`src/eci_defs.svh`:
```
// --------------------------------------------------
// CDMA adjustment stage parameters
// Queue depth and field widths shared by the
// package, the adjuster and the engines
// --------------------------------------------------

`ifndef ECI_DEFS_SVH
`define ECI_DEFS_SVH

// Entries per queue, request and ctl alike
`define ECI_N_OUTSTANDING 8

// Request fields
`define ECI_ADDR_W 32
`define ECI_LEN_W 16

// Stream data, one keep bit per byte
`define ECI_DATA_W 64
`define ECI_KEEP_W (`ECI_DATA_W / 8)

`endif

```
`src/eci_pkg.sv`:
```
// --------------------------------------------------
// CDMA adjustment stage types
// Request word, stream beat and engine states
// --------------------------------------------------

`include "eci_defs.svh"

package eci_pkg;

  // Plain vectors with a meaning
  typedef logic [`ECI_ADDR_W-1:0] eci_addr_t;
  typedef logic [`ECI_LEN_W-1:0]  eci_len_t;
  typedef logic [`ECI_DATA_W-1:0] eci_data_t;
  typedef logic [`ECI_KEEP_W-1:0] eci_keep_t;

  // Request word, same for read and write
  // len counts beats
  typedef struct packed {
    eci_addr_t addr;
    eci_len_t  len;
    logic      ctl;
  } dma_req_t;

  // One stream beat
  typedef struct packed {
    eci_data_t tdata;
    eci_keep_t tkeep;
    logic      tlast;
  } axis_beat_t;

  // Serial engine states
  typedef enum logic [1:0] {
    ENG_IDLE = 2'd0,
    ENG_XFER = 2'd1,
    ENG_DONE = 2'd2
  } eng_state_t;

endpackage

```
`src/req_queue.sv`:
```
// --------------------------------------------------
// First-word-fall-through FIFO
// Circular buffer of QDEPTH elements of QTYPE with
// valid/ready on both sides; head shows one cycle
// after a push into an empty queue
// --------------------------------------------------

`timescale 1ns/10ps

module req_queue #(
  parameter type QTYPE  = logic,
  parameter int  QDEPTH = 8
) (
  input  logic aclk,
  input  logic rst,

  // Sink side
  input  logic val_snk,
  output logic rdy_snk,
  input  QTYPE data_snk,

  // Source side
  output logic val_src,
  input  logic rdy_src,
  output QTYPE data_src
);

  localparam int PTR_W = (QDEPTH > 1) ? $clog2(QDEPTH) : 1;
  localparam int CNT_W = $clog2(QDEPTH + 1);

  QTYPE mem [QDEPTH];

  logic [PTR_W-1:0] wr_ptr;
  logic [PTR_W-1:0] rd_ptr;
  logic [CNT_W-1:0] count;
  logic             push;
  logic             pop;

  // Accept while not full, present while not empty
  assign rdy_snk  = (count != CNT_W'(QDEPTH));
  assign val_src  = (count != '0);
  assign data_src = mem[rd_ptr];

  assign push = val_snk & rdy_snk;
  assign pop  = val_src & rdy_src;

  // Storage
  always_ff @(posedge aclk) begin
    if (push) begin
      mem[wr_ptr] <= data_snk;
    end
  end

  // Pointers wrap at QDEPTH, which need not be a power of two
  always_ff @(posedge aclk) begin
    if (rst) begin
      wr_ptr <= '0;
      rd_ptr <= '0;
      count  <= '0;
    end else begin
      if (push) begin
        wr_ptr <= (wr_ptr == PTR_W'(QDEPTH - 1)) ? '0 : wr_ptr + 1'b1;
      end
      if (pop) begin
        rd_ptr <= (rd_ptr == PTR_W'(QDEPTH - 1)) ? '0 : rd_ptr + 1'b1;
      end
      // Simultaneous push and pop keep the count
      if (push && !pop) begin
        count <= count + 1'b1;
      end else if (pop && !push) begin
        count <= count - 1'b1;
      end
    end
  end

endmodule

```
`src/eci_chan.sv`:
```
// --------------------------------------------------
// One direction of the CDMA adjuster
// Queues requests toward the engine, records each
// issued ctl bit in order and forwards an engine
// done only for requests that had ctl set; data
// passes through untouched
// --------------------------------------------------

`timescale 1ns/10ps

`include "eci_defs.svh"

module eci_chan (
  input  logic                aclk,
  input  logic                rst,

  // Requester side
  input  eci_pkg::dma_req_t   s_req,
  input  logic                s_req_valid,
  output logic                s_req_ready,
  output logic                s_done,

  // Engine side
  output eci_pkg::dma_req_t   m_req,
  output logic                m_req_valid,
  input  logic                m_req_ready,
  input  logic                m_done,

  // Data stream
  input  eci_pkg::axis_beat_t s_beat,
  input  logic                s_beat_valid,
  output logic                s_beat_ready,
  output eci_pkg::axis_beat_t m_beat,
  output logic                m_beat_valid,
  input  logic                m_beat_ready
);

  import eci_pkg::*;

  dma_req_t que_req;
  logic     que_valid;
  logic     issue;
  logic     seq_ready;
  logic     seq_valid;
  logic     seq_ctl;

  // Incoming requests
  req_queue #(
    .QTYPE  (dma_req_t),
    .QDEPTH (`ECI_N_OUTSTANDING)
  ) u_req_q (
    .aclk     (aclk),
    .rst      (rst),
    .val_snk  (s_req_valid),
    .rdy_snk  (s_req_ready),
    .data_snk (s_req),
    .val_src  (que_valid),
    .rdy_src  (issue),
    .data_src (que_req)
  );

  // ctl bits of issued requests, popped by engine done
  req_queue #(
    .QTYPE  (logic),
    .QDEPTH (`ECI_N_OUTSTANDING)
  ) u_seq_q (
    .aclk     (aclk),
    .rst      (rst),
    .val_snk  (issue),
    .rdy_snk  (seq_ready),
    .data_snk (que_req.ctl),
    .val_src  (seq_valid),
    .rdy_src  (m_done),
    .data_src (seq_ctl)
  );

  // Issue needs a waiting request, a free engine and room to record ctl
  assign issue       = que_valid & m_req_ready & seq_ready;
  assign m_req_valid = issue;
  assign m_req       = que_req;

  // Completion masked by the recorded ctl bit
  assign s_done = m_done & seq_valid & seq_ctl;

  // Data pass-through
  assign m_beat       = s_beat;
  assign m_beat_valid = s_beat_valid;
  assign s_beat_ready = m_beat_ready;

endmodule

```
`src/eci_adj.sv`:
```
// --------------------------------------------------
// CDMA adjuster
// Read and write channels, each queuing requests
// and gating completions by their ctl bit
// --------------------------------------------------

`timescale 1ns/10ps

module eci_adj (
  input  logic                aclk,
  input  logic                rst,

  // Read channel
  input  eci_pkg::dma_req_t   rd_s_req,
  input  logic                rd_s_req_valid,
  output logic                rd_s_req_ready,
  output logic                rd_s_done,
  output eci_pkg::dma_req_t   rd_m_req,
  output logic                rd_m_req_valid,
  input  logic                rd_m_req_ready,
  input  logic                rd_m_done,
  input  eci_pkg::axis_beat_t rd_s_beat,
  input  logic                rd_s_beat_valid,
  output logic                rd_s_beat_ready,
  output eci_pkg::axis_beat_t rd_m_beat,
  output logic                rd_m_beat_valid,
  input  logic                rd_m_beat_ready,

  // Write channel
  input  eci_pkg::dma_req_t   wr_s_req,
  input  logic                wr_s_req_valid,
  output logic                wr_s_req_ready,
  output logic                wr_s_done,
  output eci_pkg::dma_req_t   wr_m_req,
  output logic                wr_m_req_valid,
  input  logic                wr_m_req_ready,
  input  logic                wr_m_done,
  input  eci_pkg::axis_beat_t wr_s_beat,
  input  logic                wr_s_beat_valid,
  output logic                wr_s_beat_ready,
  output eci_pkg::axis_beat_t wr_m_beat,
  output logic                wr_m_beat_valid,
  input  logic                wr_m_beat_ready
);

  // Read direction, data comes from the engine
  eci_chan u_rd (
    .aclk         (aclk),
    .rst          (rst),
    .s_req        (rd_s_req),
    .s_req_valid  (rd_s_req_valid),
    .s_req_ready  (rd_s_req_ready),
    .s_done       (rd_s_done),
    .m_req        (rd_m_req),
    .m_req_valid  (rd_m_req_valid),
    .m_req_ready  (rd_m_req_ready),
    .m_done       (rd_m_done),
    .s_beat       (rd_s_beat),
    .s_beat_valid (rd_s_beat_valid),
    .s_beat_ready (rd_s_beat_ready),
    .m_beat       (rd_m_beat),
    .m_beat_valid (rd_m_beat_valid),
    .m_beat_ready (rd_m_beat_ready)
  );

  // Write direction, data goes to the engine
  eci_chan u_wr (
    .aclk         (aclk),
    .rst          (rst),
    .s_req        (wr_s_req),
    .s_req_valid  (wr_s_req_valid),
    .s_req_ready  (wr_s_req_ready),
    .s_done       (wr_s_done),
    .m_req        (wr_m_req),
    .m_req_valid  (wr_m_req_valid),
    .m_req_ready  (wr_m_req_ready),
    .m_done       (wr_m_done),
    .s_beat       (wr_s_beat),
    .s_beat_valid (wr_s_beat_valid),
    .s_beat_ready (wr_s_beat_ready),
    .m_beat       (wr_m_beat),
    .m_beat_valid (wr_m_beat_valid),
    .m_beat_ready (wr_m_beat_ready)
  );

endmodule

```
`src/cdma_rd_engine.sv`:
```
// --------------------------------------------------
// Serial CDMA read engine
// Takes one request at a time and emits len beats
// of addr plus beat index, then pulses done
// --------------------------------------------------

`timescale 1ns/10ps

module cdma_rd_engine (
  input  logic                aclk,
  input  logic                rst,
  input  eci_pkg::dma_req_t   req,
  input  logic                req_valid,
  output logic                req_ready,
  output eci_pkg::axis_beat_t beat,
  output logic                beat_valid,
  input  logic                beat_ready,
  output logic                done
);

  import eci_pkg::*;

  eng_state_t state;
  eci_len_t   cnt;
  eci_len_t   last_q;
  eci_addr_t  addr_q;
  logic       is_last;

  assign req_ready = (state == ENG_IDLE);
  assign done      = (state == ENG_DONE);
  assign is_last   = (cnt == last_q);

  // Beat built from registers, so it holds under back-pressure
  assign beat_valid = (state == ENG_XFER);
  assign beat.tdata = eci_data_t'(addr_q) + eci_data_t'(cnt);
  assign beat.tkeep = '1;
  assign beat.tlast = is_last;

  // Latch request fields, zero length runs as one beat
  always_ff @(posedge aclk) begin
    if (req_valid && req_ready) begin
      addr_q <= req.addr;
      last_q <= (req.len == '0) ? '0 : req.len - 1'b1;
    end
  end

  always_ff @(posedge aclk) begin
    if (rst) begin
      state <= ENG_IDLE;
      cnt   <= '0;
    end else begin
      unique case (state)
        ENG_IDLE: begin
          cnt <= '0;
          if (req_valid) begin
            state <= ENG_XFER;
          end
        end
        ENG_XFER: begin
          if (beat_ready) begin
            if (is_last) begin
              state <= ENG_DONE;
            end else begin
              cnt <= cnt + 1'b1;
            end
          end
        end
        // One-cycle done strobe
        default: state <= ENG_IDLE;
      endcase
    end
  end

endmodule

```
`src/cdma_wr_engine.sv`:
```
// --------------------------------------------------
// Serial CDMA write engine
// Takes one request at a time, sinks len beats and
// pulses done; the beat count alone ends a transfer
// --------------------------------------------------

`timescale 1ns/10ps

module cdma_wr_engine (
  input  logic                aclk,
  input  logic                rst,
  input  eci_pkg::dma_req_t   req,
  input  logic                req_valid,
  output logic                req_ready,
  input  eci_pkg::axis_beat_t beat,
  input  logic                beat_valid,
  output logic                beat_ready,
  output logic                done
);

  import eci_pkg::*;

  eng_state_t state;
  eci_len_t   cnt;
  eci_len_t   last_q;

  assign req_ready  = (state == ENG_IDLE);
  assign beat_ready = (state == ENG_XFER);
  assign done       = (state == ENG_DONE);

  // Index of final beat, zero length counts as one
  always_ff @(posedge aclk) begin
    if (req_valid && req_ready) begin
      last_q <= (req.len == '0) ? '0 : req.len - 1'b1;
    end
  end

  always_ff @(posedge aclk) begin
    if (rst) begin
      state <= ENG_IDLE;
      cnt   <= '0;
    end else begin
      unique case (state)
        ENG_IDLE: begin
          cnt <= '0;
          if (req_valid) begin
            state <= ENG_XFER;
          end
        end
        ENG_XFER: begin
          // Incoming tlast plays no part here
          if (beat_valid) begin
            if (cnt == last_q) begin
              state <= ENG_DONE;
            end else begin
              cnt <= cnt + 1'b1;
            end
          end
        end
        default: state <= ENG_IDLE;
      endcase
    end
  end

endmodule

```
`src/eci_top.sv`:
```
// --------------------------------------------------
// CDMA adjustment stage top level
// Adjuster with a serial read and write engine
// behind it, requests and streams at the ports
// --------------------------------------------------

`timescale 1ns/10ps

module eci_top (
  input  logic                aclk,
  input  logic                rst,

  // Read
  input  eci_pkg::dma_req_t   rd_req,
  input  logic                rd_req_valid,
  output logic                rd_req_ready,
  output logic                rd_done,
  output eci_pkg::axis_beat_t rd_beat,
  output logic                rd_beat_valid,
  input  logic                rd_beat_ready,

  // Write
  input  eci_pkg::dma_req_t   wr_req,
  input  logic                wr_req_valid,
  output logic                wr_req_ready,
  output logic                wr_done,
  input  eci_pkg::axis_beat_t wr_beat,
  input  logic                wr_beat_valid,
  output logic                wr_beat_ready
);

  import eci_pkg::*;

  // Adjuster to read engine
  dma_req_t   rd_eng_req;
  logic       rd_eng_req_valid;
  logic       rd_eng_req_ready;
  logic       rd_eng_done;
  axis_beat_t rd_eng_beat;
  logic       rd_eng_beat_valid;
  logic       rd_eng_beat_ready;

  // Adjuster to write engine
  dma_req_t   wr_eng_req;
  logic       wr_eng_req_valid;
  logic       wr_eng_req_ready;
  logic       wr_eng_done;
  axis_beat_t wr_eng_beat;
  logic       wr_eng_beat_valid;
  logic       wr_eng_beat_ready;

  eci_adj u_adj (
    .aclk (aclk), .rst (rst),
    .rd_s_req (rd_req), .rd_s_req_valid (rd_req_valid), .rd_s_req_ready (rd_req_ready),
    .rd_s_done (rd_done),
    .rd_m_req (rd_eng_req), .rd_m_req_valid (rd_eng_req_valid),
    .rd_m_req_ready (rd_eng_req_ready), .rd_m_done (rd_eng_done),
    .rd_s_beat (rd_eng_beat), .rd_s_beat_valid (rd_eng_beat_valid),
    .rd_s_beat_ready (rd_eng_beat_ready),
    .rd_m_beat (rd_beat), .rd_m_beat_valid (rd_beat_valid), .rd_m_beat_ready (rd_beat_ready),
    .wr_s_req (wr_req), .wr_s_req_valid (wr_req_valid), .wr_s_req_ready (wr_req_ready),
    .wr_s_done (wr_done),
    .wr_m_req (wr_eng_req), .wr_m_req_valid (wr_eng_req_valid),
    .wr_m_req_ready (wr_eng_req_ready), .wr_m_done (wr_eng_done),
    .wr_s_beat (wr_beat), .wr_s_beat_valid (wr_beat_valid), .wr_s_beat_ready (wr_beat_ready),
    .wr_m_beat (wr_eng_beat), .wr_m_beat_valid (wr_eng_beat_valid),
    .wr_m_beat_ready (wr_eng_beat_ready)
  );

  // Read engine sources the read stream
  cdma_rd_engine u_rd_eng (
    .aclk (aclk), .rst (rst),
    .req (rd_eng_req), .req_valid (rd_eng_req_valid), .req_ready (rd_eng_req_ready),
    .beat (rd_eng_beat), .beat_valid (rd_eng_beat_valid), .beat_ready (rd_eng_beat_ready),
    .done (rd_eng_done)
  );

  // Write engine sinks the write stream
  cdma_wr_engine u_wr_eng (
    .aclk (aclk), .rst (rst),
    .req (wr_eng_req), .req_valid (wr_eng_req_valid), .req_ready (wr_eng_req_ready),
    .beat (wr_eng_beat), .beat_valid (wr_eng_beat_valid), .beat_ready (wr_eng_beat_ready),
    .done (wr_eng_done)
  );

endmodule

```
`config.mk`:
```
export PLATFORM = sky130hd
export DESIGN_NAME = eci_top
export DESIGN_NICKNAME = d
export VERILOG_FILES = /design/src/eci_pkg.sv /design/src/req_queue.sv /design/src/eci_chan.sv /design/src/eci_adj.sv /design/src/cdma_rd_engine.sv /design/src/cdma_wr_engine.sv /design/src/eci_top.sv
export VERILOG_INCLUDE_DIRS = /design/src
export SDC_FILE = /design/constraint.sdc
export NUM_CORES = 1
export LEC_CHECK = 0
export BUFFER_PORTS_ARGS = -buffer_cell sky130_fd_sc_hd__clkbuf_2
export CAP_MARGIN = 20
export CORE_MARGIN = 2
export CORE_UTILIZATION = 55
export DETAILED_ROUTE_END_ITERATION = 16
export GPL_ROUTABILITY_DRIVEN = 0
export GPL_TIMING_DRIVEN = 0
export PLACE_DENSITY = 0.73
export SYNTH_ARGS = -nofsm -noshare
export SYNTH_HDL_FRONTEND = slang
export SYNTH_HIERARCHICAL = 1
export SYNTH_SLANG_ARGS = --single-unit
export TNS_END_PERCENT = 100
```
`constraint.sdc`:
```
create_clock -name aclk -period 8.6 [get_ports aclk]
set_clock_uncertainty 0.2 [all_clocks]
set_input_delay 0.86 -clock aclk [delete_from_list [all_inputs] [get_ports aclk]]
set_output_delay 0.86 -clock aclk [all_outputs]
set_load 0.01 [all_outputs]
```
Word-level counts from Yosys, hierarchy flattened:

Memory sizes are Yosys's and may differ from the RTL's. A register that Yosys moved wholly into a read port is not among the register bits.
Cells that the tools add are included.

* add/sub/neg operators: 21
* equal/unequal tests: 26
* mux-type cells: 46
* bitwise gates (word level): 14
* reductions and logical operators: 36

Operators with widths (count)
* two-way mux 16 bit: 4
* one-hot mux 16 bit (2 select lines): 2
* two-way mux 3 bit: 16
* adder 32 x 16 -> 33 bit: 1
* adder 16 x 1 -> 16 bit, second input constant: 2
* equality test 16 bit: 2
* zero test 16 bit: 2
* two-way mux 4 bit: 8
* subtractor 16 x 1 -> 16 bit, second input constant: 2
* adder 3 x 1 -> 3 bit, second input constant: 8
* equality test 3 bit, second input constant: 8
* adder 4 x 1 -> 4 bit, second input constant: 4
* != test 4 bit, second input constant: 4
* nonzero test 4 bit: 4
* subtractor 4 x 1 -> 4 bit, second input constant: 4
* AND 1 bit: 14
* two-way mux 2 bit: 6
* AND reduction 3 bit: 4
* nonzero test 2 bit: 6
* logical AND 1 bit: 10
* != test 2 x 1 -> 1 bit, second input constant: 5
* zero test 1 bit: 8
* two-way mux 1 bit: 8
* one-hot mux 2 bit (2 select lines): 2
* other kinds (4): 9

* flip-flop bits (word level): 140
* memory bits (writable): 800
* logic and storage cells: 166
* memories kept: 4

Memory list
* u_adj.u_rd.u_req_q.mem: depth 8, width 49, rd ports 1, clocked after memory_dff 1, wr ports 1, RTL line req_queue.sv:31 `QTYPE mem [QDEPTH];`
* u_adj.u_wr.u_req_q.mem: depth 8, width 49, rd ports 1, clocked after memory_dff 1, wr ports 1, RTL line req_queue.sv:31
* u_adj.u_rd.u_seq_q.mem: depth 8, width 1, rd ports 1, clocked after memory_dff 1, wr ports 1, RTL line req_queue.sv:31
* u_adj.u_wr.u_seq_q.mem: depth 8, width 1, rd ports 1, clocked after memory_dff 1, wr ports 1, RTL line req_queue.sv:31

Longest topological paths before layout:

Gate-level depths: netlist (run 1).

* depth after elaboration: 8
* mapped depth: 12
* mapped depth without buffers: 11

Modules after synthesis:

Netlist (run 1), hierarchy kept.

Modules (own cells, without submodules)
* req_queue (u_adj.u_rd.u_req_q ...): times used 2, cells an instance 641, area each 15351.0 um^2
* cdma_rd_engine: times used 1, cells an instance 447, area each 4356.7 um^2
* cdma_wr_engine: times used 1, cells an instance 230, area each 2110.8 um^2
* req_queue (u_adj.u_rd.u_seq_q ...): times used 2, cells an instance 86, area each 982.2 um^2
* eci_chan: times used 2, cells an instance 77, area each 575.6 um^2

Worst setup path before layout (run 1):

No wires, ideal clock.

* kind: input-to-reg
* start: input rd_req_valid
* end: memory u_adj/u_rd/u_req_q/mem[0][0] in the netlist's numbering (enable)
* library setup time: 0.577 ns
* arrival: 5.694 ns
* required time: 7.823 ns
* slack: 2.129 ns
* stages: 2
* path buffers: 0
* path through: nand2_1 > nor4_1

* cells in the longest elaborated chain, start to end: 3

RTL lines
* start, declared: RTL line eci_top.sv:15 `input logic rd_req_valid,`
* AND 1 bit: RTL line req_queue.sv:44 `assign push = val_snk & rdy_snk;`
* two-way mux 1 bit: RTL line req_queue.sv:49 `if (push) begin`
* two-way mux 1 bit (implied by the code): RTL line req_queue.sv:50 `mem[wr_ptr] <= data_snk;`
* end, declared: RTL line req_queue.sv:31

No other way between the ends.

==> flow_summary.ini, run 1 <==
[timing]
fin_crit_sh_pct = 54.35
setup_viol = 0
slew_headroom_pct = 29.26
tightest_slew_ns = 1.056
hold_violations = 0
tns_ns = 0
fmax_mhz = 214.0
drv_slew = 0
fin_crit_ns = 4.674
grt_setup_unrepaired = false

[setup_path]
worst-path-max-fanout = 8
cp-end-kind = output pin
cp-start-kind = flop
crit_chain = ha_1 -> clkbuf_1 -> nand2_1 -> nor3_1 -> o21ai_0 -> a31oi_1 -> o21ai_0 -> xnor2_1 -> buf_4 -> clkbuf_2
r2r_slack_ns = 4.65
required_ns = 7.54
path_class = flop to output pin
critPathBufInv = 3
cp_top_family = compound AO/OA/AOI/OAI gates
worst-endpoint-arrival_ns = 3.61
max_stage_delay_ns = 0.90
crit_slowest_cell = a31oi_1
crit_top_cell = o21ai_0

[power_and_ir_drop]
power_density_nw_per_um2 = 290.2
vdd_ir_drop_max_uv = 211.7
p_leak_nw = 11.91

[placed_design]
place_hpwl_um = 43530
port_buffers = 109
place_area_um2 = 32430

[grt]
antenna_found_initial = 5
overflow = 0
grt_max_degree = 29
grt_first_pass_wirelength_um = 98610
grt_pass1_vias = 17119
grtUsageTotal_pct = 23.07

[floorplan]
core-area_um2 = 54030
die_w_um = 238.1
ioPinCount = 256
start_util_pct = 55.81
fp.dieH_um = 238.1
rows = 85
die_area_um2 = 56710

[synth]
synthCells = 1845
synth.avg_cell_area_um2 = 16.34
synth_warnings = 6
netlist_area_um2 = 30150

[detailed_routing]
vias = 16820
vias_per_cell = 5.863
dr.pass1.iters = 7
wl_um = 63650
drtIter0Drc = 1416
wl_per_cell_um = 22.19
drc = 0
ant_nets = 0

[clock_tree]
cts-hold-fix-buffers = 0
cts_root_buf = clkbuf_16
clk_latency_ns = 0.61
cts_resized = 0
cts_buffers = 71
clk_path_buf_depth = 3
cts_tree = done
clock-sinks = 696
clkSlewWorstSetupHoldPaths_ns = 0.06
htreeDepth = 3
post-cts-setup-buffers = 0

[job]
drv_cap = 0

[status]
status = finished clean

[worst_hold_path]
min_path_type = flop to flop

[cells_and_area]
fin_area_um2 = 34800
layout-drive-gt1-share_pct = 31.37
syn2layout_area_growth_pct = 15.43
nNetsFinal = 2346
## where the power goes
| group | switching, mW | total (mW) | internal, mW |
|---|---|---|---|
| Sequential | 0.195 | 4.32 | 4.13 |
| Clock | 1.23 | 3.10 | 1.87 |
| Combinational | 1.42 | 2.68 | 1.25 |
## path summary, 6_finish.rpt
| kind | from | to | cells after the start |
|---|---|---|---|
| setup / recovery | u_rd_eng/cnt[8] | rd_beat[26] | 10 |
| hold / removal | u_adj/u_rd/u_seq_q/rd_ptr[2] | flop | 2 |
| setup reg to reg | flop | u_rd_eng/last_q[13] | 9 |
| hold reg to reg | u_adj/u_rd/u_seq_q/rd_ptr[2] | flop | 2 |
## flip-flops by register name, indices dropped and copies added (netlist names), 8 cells and up, named ones only
signal and flops:
u_adj/u_rd/u_req_q/mem 392, u_adj/u_wr/u_req_q/mem 136, u_rd_eng/addr_q 32, u_rd_eng/cnt 16, u_rd_eng/last_q 16, u_wr_eng/cnt 16
u_wr_eng/last_q 16, u_adj/u_rd/u_seq_q/mem 8, u_adj/u_wr/u_seq_q/mem 8
## cell usage in the layout, fill, tap and decap left out, types with 55 or more instances in the layout
| master | instances |
|---|---|
| mux2_2 | 73 |
| nor2_1 | 84 |
| clkbuf_16 | 75 |
| mux4_2 | 136 |
| nand2_1 | 89 |
| clkbuf_2 | 109 |
| buf_4 | 127 |
| edfxtp_1 | 608 |
| dfxtp_1 | 88 |
| xnor2_1 | 69 |
| clkbuf_1 | 55 |
## cell type report
type                    count  area (µm²)
flip-flops and latches    696       20020
fillers                  3721       19220
multi-input cells         977        8982
clock buffers              98        2003
plain buffers             187        1289
repair buffers            160        1185
well taps                 696       870.8
clock inverters            31       365.4
inverters                  22       82.58
diodes                      2       5.005
## tightest hold or removal path, cell delays in order (launching register included)
cell and delay, ns:
dfxtp_1 0.31, nand2_1 0.05, a21oi_1 0.07
## metrics by stage
stage / util (%) / cells / hold slack [ns] / total power, mW / setup WS, ns
after detailed placement: 60.02 / 2738 / 0.2783 / 7.052 / 4.588
after global placement: 58.68 / 2687 / 0.2741 / 6.945 / -3.369
after CTS: 64.41 / 2867 / 0.2773 / 10.18 / 3.920
after global routing: 64.41 / 2868 / 0.2980 / 10.56 / 3.630
after floorplan: - / 1882 / 0.2541 / 6.291 / 2.129
final: 64.42 / 2869 / 0.2834 / 10.10 / 3.926
## routing by layer
layer  part of all wire, %  vias to the layer above  global-route usage [%]
met1                    41                     8543                   30.93
met4                   2.7                        8                   7.576
met5                 0.082                        -                       0
met2                    50                      527                   38.21
met3                   6.4                      125                   4.604
li1                      -                     7617                       -
Note: power is estimated with default switching activity, not from simulation.
==> run 2: changes to the inputs <==
ABC_AREA = 1   (was unset)
clock period = 4.44 ns   (was 8.6 ns; I/O delays follow)
==> flow_summary.ini, run 2 <==
[power_and_ir_drop]
total_power_mw = 22.67
power_density_nw_per_um2 = 602.8
pwr-share-comb_pct = 36.0
sw_frac_of_total_pct = 37.00
switching_power_mw = 8.389
pwr-share-clk_pct = 25.8
p_leak_nw = 15.36
vdd_ir_drop_max_uv = 499.3
p_seq_share_pct = 38.2
p_int_mw = 14.28

[clock_tree]
cts_resized = 0
clock-sinks = 696
cts-hold-fix-buffers = 68
cts_tree = done
clk_path_buf_depth = 3
cts_buffers = 71
clkSlewWorstSetupHoldPaths_ns = 0.06
clk_latency_ns = 0.64
cts_root_buf = clkbuf_16
htreeDepth = 3
post-cts-setup-buffers = 0

[timing]
drv_slew = 0
tightest_slew_ns = 0.9816
setup_viol = 0
hold_violations = 0
grt_setup_unrepaired = false
fin_crit_sh_pct = 80.35
slew_headroom_pct = 34.49
fmax_mhz = 280.3
fin_crit_ns = 3.568

[floorplan]
ioPinCount = 256
die_area_um2 = 60920
core-area_um2 = 58690
start_util_pct = 55.26
rows = 89
die_w_um = 246.8
fp.dieH_um = 246.8

[grt]
grt_max_degree = 33
grt_pass1_vias = 21741
grt_use_met1_pct = 34.60
grt.busiest_layer = met2
grtUsageTotal_pct = 24.85
met3_usage_pct = 4.927
overflow = 0
grt_first_pass_wirelength_um = 116700
antenna_found_initial = 8
use_met2_pct = 39.23

[setup_path]
cp-start-kind = flop
crit_slowest_cell = dfxtp_1
cp_top_family = flip-flops
reg2reg_depth = 16
max_stage_delay_ns = 0.52
critPathBufInv = 2
path_class = flop to output pin
cp_num_cells = 9
worst-endpoint-arrival_ns = 2.92
crit_chain = ha_1 -> or2_2 -> nand3_1 -> nand2_1 -> a21oi_1 -> o21ai_0 -> xor2_1 -> buf_4 -> clkbuf_2
required_ns = 3.80
cp-end-kind = output pin
worst-path-max-fanout = 8

[detailed_routing]
dr.pass1.iters = 6
drc = 0
drtIter0Drc = 2204
vias_per_cell = 5.259
vias = 23729
wl_um = 75790
wl_per_cell_um = 16.80
ant_nets = 0

[synth]
synthCells = 3367
netlist_area_um2 = 32430
synth.avg_cell_area_um2 = 9.631
synth_warnings = 6

[placed_design]
port_buffers = 109
dp.cells = 4309
place_hpwl_um = 52010

[cells_and_area]
mostFrequentLayoutCells = 790 x nor2_1, 709 x nand2_1, 608 x edfxtp_1, 213 x inv_1, 170 x o21ai_0
largest_register_ffs = 392
layoutNonFillerInstCount = 4512
nFillCells = 4537
mostFrequentLayoutCell = nor2_1
regMostFlops = u_adj/u_rd/u_req_q/mem
largestRegisters = u_adj/u_rd/u_req_q/mem: 392 flops, u_adj/u_wr/u_req_q/mem: 136 flops, u_rd_eng/addr_q: 32 flops
syn2layout_area_growth_pct = 15.98
layout-drive-gt1-share_pct = 13.44
nNetsFinal = 3908

[status]
status = finished clean

[job]
drv_cap = 0

[worst_hold_path]
min_path_type = input port to flop
hold_depth = 5
-- run 2: worst min-delay path, delay by kind of cell --
| family | cells | cell delay (ns) |
|---|---|---|
| and+or+nand+nor | 3 | 0.17 |
| buffers and inverters | 2 | 0.20 |
-- run 2: layout make-up --
cell class	instances	area, µm²	area share [%]
antenna	3	7.507	0.01996
buffer	240	1598	4.248
clock buffer	88	1913	5.087
clock inverter	44	406.6	1.081
inverter	225	844.6	2.246
multi-input combinational	2243	10180	27.07
sequential	696	20020	53.23
tap	773	967.2	2.572
timing repair buffer	200	1674	4.451
-- run 2: per-layer routing --
| layer | share of wire, % | routed length, µm |
|---|---|---|
| met1 | 42 | 31900 |
| met2 | 46 | 34880 |
| met3 | 9.4 | 7134 |
| met4 | 2.4 | 1807 |
| met5 | 0.092 | 70 |
-- run 2: worst paths after layout --
| path | startpoint | to | slack (ns) |
|---|---|---|---|
| min | rd_beat_ready | u_rd_eng/state[1] | 0.05 |
| max | u_rd_eng/cnt[2] | rd_beat[34] | 0.87 |
| min reg2reg | u_wr_eng/cnt[15] | u_wr_eng/cnt[15] | 0.28 |
| max reg2reg | flop | u_rd_eng/last_q[14] | 1.09 |
-- run 2: per-stage QoR --
stage / instance area [µm²] / hold WS (ns) / setup TNS (ns) / utilization, % / worst slack, ns
finish: 37610 / 0.04527 / 0 / 64.09 / 0.8724
global route: 37600 / 0.08686 / 0 / 64.08 / 0.7195
CTS: 37600 / 0.01382 / 0 / 64.07 / 0.8498
detailed placement: 34600 / 0.2740 / 0 / 58.96 / 1.172
global placement: 34080 / 0.2682 / -488.89 / 58.07 / -1.472
floorplan: 32570 / 0.2511 / 0 / - / 0.6631
-- run 2: power groups by stage --
| stage | clock (mW) | combinational (mW) | sequential (mW) |
|---|---|---|---|
| floorplan | 0 | 5.50 | 8.67 |
| global placement | 0 | 7.65 | 8.81 |
| detailed placement | 0 | 7.95 | 8.79 |
| CTS | 5.94 | 8.08 | 8.65 |
| global route | 6.19 | 9.14 | 8.74 |
| finish | 5.84 | 8.17 | 8.66 |
==> run 3: changes to the inputs <==
clock period = 3.7 ns   (was 4.44 ns; I/O delays follow)
==> flow_summary.ini, run 3 (synthesis gave the netlist of run 2 again) <==
[cells_and_area]
multi_input_area_um2 = 10180
regMostFlops = u_adj/u_rd/u_req_q/mem
final_util_pct = 64.12
syn2layout_area_growth_pct = 16.04
mostFrequentLayoutCell = nor2_1
mostFrequentLayoutCells = 790 x nor2_1, 709 x nand2_1, 608 x edfxtp_1, 213 x inv_1, 170 x o21ai_0
nNetsFinal = 3910
layout-drive-gt1-share_pct = 13.43
nFillCells = 4535
seq_area_um2 = 20020
largestRegisters = u_adj/u_rd/u_req_q/mem: 392 flops, u_adj/u_wr/u_req_q/mem: 136 flops, u_rd_eng/addr_q: 32 flops
layoutNonFillerInstCount = 4514
largest_register_ffs = 392

[setup_path]
required_ns = 3.13
worst-path-max-fanout = 8
reg2reg_depth = 16
path_class = flop to output pin
worst-endpoint-arrival_ns = 2.92
cp-start-kind = flop
cp-end-kind = output pin

[status]
status = finished clean

[placed_design]
dp.cells = 4309
port_buffers = 109
dp_slack_ns = 0.4322
place_hpwl_um = 52010

[timing]
fmax_mhz = 286.3
slew_headroom_pct = 35.69
hold_violations = 0
tightest_slew_ns = 0.9637
fin_crit_ns = 3.493
drv_slew = 0
fin_crit_sh_pct = 94.39
grt_setup_unrepaired = false
setup_viol = 0
tns_ns = 0
setup_ws_ns = 0.2075

[grt]
grt_pass1_vias = 21754
grt_first_pass_wirelength_um = 116700
grtUsageTotal_pct = 24.86
overflow = 0
antenna_found_initial = 8
grt_max_degree = 33

[clock_tree]
clk_latency_ns = 0.64
cts_tree = done
clkSlewWorstSetupHoldPaths_ns = 0.06
cts_root_buf = clkbuf_16
cts_buffers = 71
htreeDepth = 3
clock-sinks = 696
clk_path_buf_depth = 3
cts_resized = 0

[floorplan]
die_w_um = 246.8
fp.dieH_um = 246.8
die_area_um2 = 60920
start_util_pct = 55.26
core-area_um2 = 58690
rows = 89
ioPinCount = 256

[detailed_routing]
drtIter0Drc = 2199
vias = 23751
ant_nets = 0
wl_um = 75910
wl_per_cell_um = 16.82
dr.pass1.iters = 5
vias_per_cell = 5.262
drc = 0

[power_and_ir_drop]
sw_frac_of_total_pct = 37.03
p_seq_share_pct = 38.2
switching_power_mw = 10.08
p_leak_nw = 15.37
p_int_mw = 17.14
pwr-share-clk_pct = 25.8
pwr-share-comb_pct = 36.0
power_density_nw_per_um2 = 723.4
vdd_ir_drop_max_uv = 595.0

[worst_hold_path]
hold_depth = 2
min_path_type = input port to flop

[job]
drv_cap = 0
[run 3: path summary, 6_finish.rpt]
check,slack (ns),end,from
max,0.21,rd_beat[34],u_rd_eng/cnt[2]
min,0.18,u_adj/u_wr/u_req_q/wr_ptr[0],rst
max reg2reg,0.32,u_rd_eng/last_q[14],flop
min reg2reg,0.28,u_wr_eng/cnt[15],u_wr_eng/cnt[15]
[run 3: final cells by class]
cell class                      count  share of cell area (%)
Clock buffer                       88                   5.084
Multi-Input combinational cell   2243                   27.05
Clock inverter                     44                   1.081
Timing Repair Buffer              202                   4.502
Sequential cell                   696                   53.20
Antenna cell                        3                 0.01995
Tap cell                          773                   2.570
Inverter                          225                   2.244
Buffer                            240                   4.246
[run 3: power by group through the flow]
stage,registers [mW],clock network (mW),logic [mW]
4_1_cts,10.4,7.12,9.69
3_3_place_gp,10.6,0,9.18
3_5_place_dp,10.5,0,9.54
6_report,10.4,7.02,9.81
2_1_floorplan,10.4,0,6.60
5_1_grt,10.5,7.43,11.0
[run 3: critical path, cell delays in order (launching register included)]
cell and delay (ns):
dfxtp_1 0.52, ha_1 0.32, or2_2 0.31, nand3_1 0.10, nand2_1 0.10, a21oi_1 0.31
o21ai_0 0.20, xor2_1 0.18, buf_4 0.15, clkbuf_2 0.12
[run 3: metal layers]
metal | GRT usage (%) | up-vias | routed length (µm)
met1 | 34.61 | 10996 | 31840
met2 | 39.25 | 1011 | 34800
li1 | - | 11594 | -
met3 | 4.927 | 140 | 7291
met5 | 0 | - | 70
met4 | 8.398 | 10 | 1912
[run 3: per-stage QoR]
step / hold slack, ns / cell area [µm²] / power, mW
finish: 0.1847 / 37630 / 27.22
global route: 0.2236 / 37620 / 28.89
CTS: 0.1767 / 37620 / 27.20
detailed placement: 0.2740 / 34600 / 20.08
global placement: 0.2682 / 34080 / 19.76
floorplan: 0.2391 / 32570 / 17.00
[run 3: what timing repair did]
action,4_1_cts,5_1_grt
buffers inserted,0,0
hold endpoints to repair,534,0
hold buffers,70,0
